==> src/zxuno_params.svh <==
`ifndef ZXUNO_PARAMS_SVH
`define ZXUNO_PARAMS_SVH

// ------------------------------------------------------------
// I/O ports of the register bank
// ------------------------------------------------------------

// Register number latch, read back on IN
`define ZX_PORT_REGADDR   16'hFC3B
// Data port of the selected register
`define ZX_PORT_REGDATA   16'hFD3B

// ------------------------------------------------------------
// Register numbers
// ------------------------------------------------------------

`define ZX_REG_COREID     8'hFF
`define ZX_REG_SCRATCH    8'hFE
`define ZX_REG_DEVOPTIONS 8'h0E

// ------------------------------------------------------------
// Misc
// ------------------------------------------------------------

// Characters in the core ID text
`define ZX_COREID_LEN     8

// Floating bus value, also the IM2 vector on interrupt acknowledge
`define ZX_BUS_IDLE       8'hFF

`endif
==> src/dev_pkg.sv <==
`default_nettype none

`include "zxuno_params.svh"

package dev_pkg;

  // ------------------------------------------------------------
  // Device options register (0E)
  // ------------------------------------------------------------

  // Bit 0 at the bottom
  typedef struct packed {
    logic disable_spisd;
    logic enable_timexmmu;
    logic disable_romsel1f;
    logic disable_romsel7f;
    logic disable_1ffd;
    logic disable_7ffd;
    logic disable_turboay;
    logic disable_ay;
  } dev_options_t;

  // ------------------------------------------------------------
  // Core identification
  // ------------------------------------------------------------

  // Index 0 is the first character streamed out
  typedef logic [0:`ZX_COREID_LEN-1][7:0] coreid_text_t;

  localparam coreid_text_t COREID_TEXT = "EXP26-01";

endpackage

`default_nettype wire

==> src/bus_pkg.sv <==
`default_nettype none

package bus_pkg;

  // ------------------------------------------------------------
  // CPU side
  // ------------------------------------------------------------

  // One Z80 bus cycle as the peripherals see it
  typedef struct packed {
    logic [15:0] addr;
    logic [7:0]  dout;     // CPU write data
    logic        iorq_n;
    logic        rd_n;
    logic        wr_n;
    logic        m1_n;
    logic [1:0]  rsvd;     // Always zero
  } io_bus_t;

  // ------------------------------------------------------------
  // Register bank side
  // ------------------------------------------------------------

  // Access to the selected register through the data port
  typedef struct packed {
    logic [7:0] addr;          // Current register number
    logic       rd;
    logic       wr;
    logic       addr_changed;  // Single cycle, after an address write
  } reg_access_t;

  // Answer of one peer on the CPU read bus
  typedef struct packed {
    logic [7:0] data;
    logic       oe;
  } rd_resp_t;

endpackage

`default_nettype wire

==> src/zxuno_io_top.sv <==
`timescale 1ns/1ns
`default_nettype none

`include "zxuno_params.svh"

module zxuno_io_top
  import bus_pkg::*;
  import dev_pkg::*;
(
  input  logic         sysclk,
  input  logic         arst_n,
  input  io_bus_t      bus,
  output logic [7:0]   cpu_din,
  output dev_options_t dev_options
);

  reg_access_t access;
  rd_resp_t    regaddr_resp;
  rd_resp_t    coreid_resp;
  rd_resp_t    scratch_resp;
  rd_resp_t    devopt_resp;

  // ------------------------------------------------------------
  // Address and data port decode
  // ------------------------------------------------------------

  zxuno_reg_port u_reg_port (
    .sysclk (sysclk),
    .arst_n (arst_n),
    .bus    (bus),
    .access (access),
    .resp   (regaddr_resp)
  );

  // ------------------------------------------------------------
  // Register peripherals
  // ------------------------------------------------------------

  core_id_reader u_core_id (
    .sysclk (sysclk),
    .arst_n (arst_n),
    .access (access),
    .resp   (coreid_resp)
  );

  // Scratch value is only seen through readback
  cfg_register #(
    .payload_t (logic [7:0]),
    .REG_NUM   (`ZX_REG_SCRATCH)
  ) u_scratch (
    .sysclk (sysclk),
    .arst_n (arst_n),
    .access (access),
    .din    (bus.dout),
    .value  (),
    .resp   (scratch_resp)
  );

  cfg_register #(
    .payload_t (dev_options_t),
    .REG_NUM   (`ZX_REG_DEVOPTIONS)
  ) u_devoptions (
    .sysclk (sysclk),
    .arst_n (arst_n),
    .access (access),
    .din    (bus.dout),
    .value  (dev_options),
    .resp   (devopt_resp)
  );

  // ------------------------------------------------------------
  // CPU read bus
  // ------------------------------------------------------------

  bus_read_arbiter u_rd_arb (
    .bus          (bus),
    .regaddr_resp (regaddr_resp),
    .coreid_resp  (coreid_resp),
    .scratch_resp (scratch_resp),
    .devopt_resp  (devopt_resp),
    .cpu_din      (cpu_din)
  );

endmodule

`default_nettype wire

==> src/bus_read_arbiter.sv <==
`timescale 1ns/1ns
`default_nettype none

`include "zxuno_params.svh"

module bus_read_arbiter
  import bus_pkg::*;
(
  input  io_bus_t    bus,
  input  rd_resp_t   regaddr_resp,
  input  rd_resp_t   coreid_resp,
  input  rd_resp_t   scratch_resp,
  input  rd_resp_t   devopt_resp,
  output logic [7:0] cpu_din
);

  logic intack;

  // IORQ together with M1 is an interrupt acknowledge
  assign intack = ~bus.iorq_n & ~bus.m1_n;

  // ------------------------------------------------------------
  // Fixed priority select
  // ------------------------------------------------------------

  always_comb begin
    if (intack) begin
      // IM2 vector is the floating bus value
      cpu_din = `ZX_BUS_IDLE;
    end else if (regaddr_resp.oe) begin
      cpu_din = regaddr_resp.data;
    end else if (coreid_resp.oe) begin
      cpu_din = coreid_resp.data;
    end else if (scratch_resp.oe) begin
      cpu_din = scratch_resp.data;
    end else if (devopt_resp.oe) begin
      cpu_din = devopt_resp.data;
    end else begin
      cpu_din = `ZX_BUS_IDLE;
    end
  end

  // ------------------------------------------------------------
  // Checks
  // ------------------------------------------------------------

  // Register numbers and ports must not overlap between peers
  always_comb begin
    a_single_oe : assert final ($onehot0({regaddr_resp.oe, coreid_resp.oe,
                                          scratch_resp.oe, devopt_resp.oe}));
  end

endmodule

`default_nettype wire

==> src/cfg_register.sv <==
`timescale 1ns/1ns
`default_nettype none

module cfg_register
  import bus_pkg::*;
#(
  parameter type        payload_t = logic [7:0],
  parameter logic [7:0] REG_NUM   = 8'h00
) (
  input  logic        sysclk,
  input  logic        arst_n,
  input  reg_access_t access,
  input  logic [7:0]  din,
  output payload_t    value,
  output rd_resp_t    resp
);

  logic sel;

  // Payload has to fit the 8 bit data port
  if ($bits(payload_t) != 8) begin : g_width_check
    $error("cfg_register payload must be 8 bits wide");
  end

  assign sel = (access.addr == REG_NUM);

  // ------------------------------------------------------------
  // Storage
  // ------------------------------------------------------------

  always_ff @(posedge sysclk or negedge arst_n) begin
    if (!arst_n) begin
      value <= '0;
    end else if (access.wr && sel) begin
      value <= payload_t'(din);
    end
  end

  // ------------------------------------------------------------
  // Readback
  // ------------------------------------------------------------

  assign resp.data = value;
  assign resp.oe   = access.rd & sel;

endmodule

`default_nettype wire

==> src/core_id_reader.sv <==
`timescale 1ns/1ns
`default_nettype none

`include "zxuno_params.svh"

module core_id_reader
  import bus_pkg::*;
  import dev_pkg::*;
(
  input  logic        sysclk,
  input  logic        arst_n,
  input  reg_access_t access,
  output rd_resp_t    resp
);

  localparam int IDX_W = $clog2(`ZX_COREID_LEN + 1);

  logic [IDX_W-1:0] idx;
  logic             rd_q;
  logic             sel;
  logic             rd_done;

  assign sel = (access.addr == `ZX_REG_COREID);

  // Read has just ended, rd falling
  assign rd_done = rd_q & ~access.rd & sel;

  // ------------------------------------------------------------
  // Character index
  // ------------------------------------------------------------

  always_ff @(posedge sysclk or negedge arst_n) begin
    if (!arst_n) begin
      idx  <= '0;
      rd_q <= 1'b0;
    end else begin
      rd_q <= access.rd;
      if (access.addr_changed) begin
        idx <= '0;
      end else if (rd_done && idx != IDX_W'(`ZX_COREID_LEN)) begin
        // Stops one past the last character
        idx <= idx + 1'b1;
      end
    end
  end

  // ------------------------------------------------------------
  // Read response
  // ------------------------------------------------------------

  always_comb begin
    if (idx < IDX_W'(`ZX_COREID_LEN)) begin
      resp.data = COREID_TEXT[idx];
    end else begin
      // End of text marker
      resp.data = 8'h00;
    end
  end

  assign resp.oe = access.rd & sel;

endmodule

`default_nettype wire

==> src/zxuno_reg_port.sv <==
`timescale 1ns/1ns
`default_nettype none

`include "zxuno_params.svh"

module zxuno_reg_port
  import bus_pkg::*;
(
  input  logic        sysclk,
  input  logic        arst_n,
  input  io_bus_t     bus,
  output reg_access_t access,
  output rd_resp_t    resp
);

  logic       io_rd;
  logic       io_wr;
  logic       sel_regaddr;
  logic       sel_regdata;
  logic       addr_wr;
  logic       addr_wr_q;
  logic       addr_changed_q;
  logic [7:0] reg_addr;

  // ------------------------------------------------------------
  // Port decode, full 16 bit match
  // ------------------------------------------------------------

  assign io_rd       = ~bus.iorq_n & ~bus.rd_n;
  assign io_wr       = ~bus.iorq_n & ~bus.wr_n;
  assign sel_regaddr = (bus.addr == `ZX_PORT_REGADDR);
  assign sel_regdata = (bus.addr == `ZX_PORT_REGDATA);
  assign addr_wr     = io_wr & sel_regaddr;

  // ------------------------------------------------------------
  // Register number latch
  // ------------------------------------------------------------

  always_ff @(posedge sysclk or negedge arst_n) begin
    if (!arst_n) begin
      reg_addr       <= 8'h00;
      addr_wr_q      <= 1'b0;
      addr_changed_q <= 1'b0;
    end else begin
      addr_wr_q <= addr_wr;
      // Pulse only on the first edge of a write, OUTs last several clocks
      addr_changed_q <= addr_wr & ~addr_wr_q;
      if (addr_wr) begin
        reg_addr <= bus.dout;
      end
    end
  end

  // Strobes towards the register peripherals
  assign access.addr         = reg_addr;
  assign access.rd           = io_rd & sel_regdata;
  assign access.wr           = io_wr & sel_regdata;
  assign access.addr_changed = addr_changed_q;

  // Readback of the register number
  assign resp.data = reg_addr;
  assign resp.oe   = io_rd & sel_regaddr;

  // ------------------------------------------------------------
  // Checks
  // ------------------------------------------------------------

  // A bus master never reads and writes the data port at once
  a_no_rd_wr : assert property (
    @(posedge sysclk) disable iff (!arst_n)
    !(access.rd && access.wr)
  );

  // Peers that restart on a new address expect a single pulse
  a_addr_changed_pulse : assert property (
    @(posedge sysclk) disable iff (!arst_n)
    access.addr_changed |=> !access.addr_changed
  );

endmodule

`default_nettype wire

==> config.mk <==
export PLATFORM = sky130hd
export DESIGN_NAME = zxuno_io_top
export DESIGN_NICKNAME = d
export VERILOG_FILES = /design/src/dev_pkg.sv /design/src/bus_pkg.sv /design/src/zxuno_io_top.sv /design/src/bus_read_arbiter.sv /design/src/cfg_register.sv /design/src/core_id_reader.sv /design/src/zxuno_reg_port.sv
export VERILOG_INCLUDE_DIRS = /design/src /design/src/src
export SDC_FILE = /design/constraint.sdc
export NUM_CORES = 1
export LEC_CHECK = 0
export BUFFER_PORTS_ARGS = -buffer_cell sky130_fd_sc_hd__clkbuf_2
export CORE_MARGIN = 2
export CORE_UTILIZATION = 48
export DETAILED_ROUTE_END_ITERATION = 10
export PLACE_DENSITY = 0.8
export SLEW_MARGIN = 5
export SYNTH_ARGS = -nofsm -noshare
export SYNTH_HDL_FRONTEND = slang
export SYNTH_HIERARCHICAL = 1
export SYNTH_SLANG_ARGS = --single-unit
==> constraint.sdc <==
create_clock -name sysclk -period 6.8 [get_ports sysclk]
set_input_delay 0.34 -clock sysclk [delete_from_list [all_inputs] [get_ports sysclk]]
set_output_delay 0.34 -clock sysclk [all_outputs]
set_load 0.01 [all_outputs]
==> impl_metrics.json <==
{
  "status": "complete, no violations",
  "start_util": 0.504,
  "power_frac_clock": 0.408,
  "endpoint": "cpu_din[5]",
  "area_growth_pct": 9.41,
  "cts_hold_buf": 0,
  "cp_max_fo": 9,
  "gp_congestion": 0.904,
  "r2r-start": "u_core_id/idx[0]$_DFFE_PN0P_",
  "finalInstanceArea_um2": 2240,
  "diodes": 0,
  "endpoint_kind": "primary output",
  "cts.clk_slew.worst_paths_ns": 0.06,
  "clk_path_buf_depth": 2,
  "path_cells": "clkbuf_2, nand4bb_4, nor4_4, nand2_1, nor3_1, inv_1, nor3_1, buf_4, nor2_2, a221o_1, a31oi_1, clkbuf_2",
  "p_sw_frac": 0.227,
  "cp_num_cells": 12,
  "startpoint": "bus[20]",
  "cts.sinks": 31,
  "first_pass_iters": 4,
  "via_count": 1495,
  "reg2reg_depth": 6,
  "r2r_end": "u_core_id/idx[1]$_DFFE_PN0P_",
  "worst-setup-path-type": "primary input to primary output",
  "wire_per_inst_um": 15.2,
  "drc": 0,
  "cp-start-kind": "primary input",
  "maxSlewViolCount": 0,
  "fmax_mhz": 265,
  "cts_max_level": 2,
  "max_cap_violations": 0,
  "power.internal_mw": 0.264,
  "p_switching_mw": 0.0774,
  "crit_family": "simple AND/OR/NAND/NOR gates",
  "place_ws_ns": 3.02,
  "p_leak_nw": 1.16,
  "num-fill-cells": 357,
  "critPathMaxStageDelay_ns": 0.81,
  "final_net_count": 260,
  "grt_pass1_vias": 1504,
  "p_comb_frac": 0.052,
  "rsz0062_at_grt": "no",
  "synth_nets": 230,
  "clk_latency_ns": 0.28,
  "netlist_instances": 192,
  "grt_max_degree": 32,
  "hpwl_mm": 3.07,
  "hold_viol": 0,
  "cts_tree": "built",
  "die_h_um": 69.3,
  "antenna_found_initial": 0,
  "core_um2": 4060,
  "drive_above_1_share": 0.404,
  "pwr-share-seq": 0.540,
  "placementRows": 23,
  "yosys_warnings": 6,
  "period_needed_ns": 3.77,
  "drt_iter0_drc": 50,
  "ant_nets": 0,
  "met1_usage": 0.225,
  "met3_usage": 0.0494,
  "clock_skew_ns": 0.00195,
  "portBuffers": 45,
  "vias_per_cell": 5.48,
  "fin_tns_setup_ns": 0,
  "grt.busiest_layer": "met2",
  "syn_area_um2": 2050,
  "p_total_mw": 0.342,
  "grt_pass1_wl_mm": 6.87,
  "tritoncts.num_buffers": 5,
  "setup_viol": 0,
  "place_area_um2": 2160,
  "hold_path_class": "primary input to asynchronous set/reset pin",
  "r2r_slack_ns": 4.86,
  "die_area_um2": 4800,
  "post-route-util": 0.552,
  "worstPathArrival_ns": 3.43,
  "postSynthAreaPerCell_um2": 10.7,
  "die_x_um": 69.3,
  "clock-root-buffer": "clkbuf_8",
  "slowest_stage": "nor3_1",
  "path_buf_inv": 4,
  "cp.required_ns": 6.46,
  "postCtsSetupRepairBufs": 0,
  "track_usage": 0.182,
  "min_period_over_period": 0.555,
  "overflow": 0,
  "wirelength_mm": 4.15,
  "met2_usage": 0.295,
  "cts_resized": 0,
  "ioPinCount": 48,
  "max-vdd-ir-drop_v": 0.000142,
  "fin_ws_ns": 3.03,
  "slew_headroom": 0.343,
  "tightest_slew_ns": 0.978,
  "power_density_nw_per_um2": 152
}
-- how the worst min path moves through the flow --
| stage | to | slack (ns) | depth (start not counted) |
|---|---|---|---|
| after detailed placement | u_reg_port/addr_changed_q$_DFF_PN0_ | 0.38 | 1 |
| after floorplan | u_core_id/idx[0]$_DFFE_PN0P_ | 0.04 | 0 |
| after global routing | u_core_id/idx[3]$_DFFE_PN0P_ | 0.20 | 1 |
| final | u_core_id/idx[3]$_DFFE_PN0P_ | 0.13 | 1 |
| after CTS | u_core_id/idx[3]$_DFFE_PN0P_ | 0.14 | 1 |
| after global placement | u_reg_port/addr_changed_q$_DFF_PN0_ | 0.39 | 1 |
-- stage by stage --
step | std cells | hold WS, ns
2_1_floorplan | 192 | 0.0444
3_3_place_gp | 265 | 0.385
3_5_place_dp | 265 | 0.384
4_1_cts | 273 | 0.143
5_1_grt | 273 | 0.199
6_report | 273 | 0.131
-- per-layer routing --
layer | wire, um | up-vias
met2 | 1980 | 53
met5 | 0 | -
met4 | 68 | 0
li1 | - | 714
met3 | 245 | 6
met1 | 1850 | 722
-- power by group through the flow --
stage                     logic (mW)  registers (mW)  clock network [mW]
after global routing          0.0199           0.184               0.150
after global placement        0.0179           0.188                   0
after CTS                     0.0182           0.184               0.144
after detailed placement      0.0182           0.188                   0
final                         0.0177           0.184               0.139
after floorplan              0.00387           0.188                   0
-- registers in the layout, indices dropped and copies added (netlist names) --
register / count
u_core_id/idx: 4
u_devoptions/resp: 8
u_core_id/rd_q: 1
u_reg_port/reg_addr: 8
u_reg_port/addr_wr_q: 1
u_reg_port/addr_changed_q: 1
u_scratch/value: 8
-- placed cells by master, fill, tap and decap left out, types with 2 or more instances in the layout --
cell and count:
nor2_1 18, nand2_1 9, clkbuf_2 45, mux2_2 24
a211o_1 7, nor2b_1 2, clkbuf_1 2, a21oi_1 2
nand3_1 2, a31oi_1 8, clkbuf_8 5, mux2i_1 3
a211oi_1 2, nor3_1 6, nand4_1 4, dfrtp_1 31
buf_4 2, nand4bb_4 2, inv_1 17, nor3b_1 7
ha_1 6
-- area by class of cell --
class	instances	area, um2	area share
clock buffers	7	76.3	0.0341
clock inverters	1	5.00	0.00223
inverters	17	63.8	0.0285
multi-input cells	120	1020	0.454
flip-flops and latches	31	776	0.346
well taps	50	62.6	0.0279
repair buffers	47	240	0.107
Power figures use the tool's default switching activity.
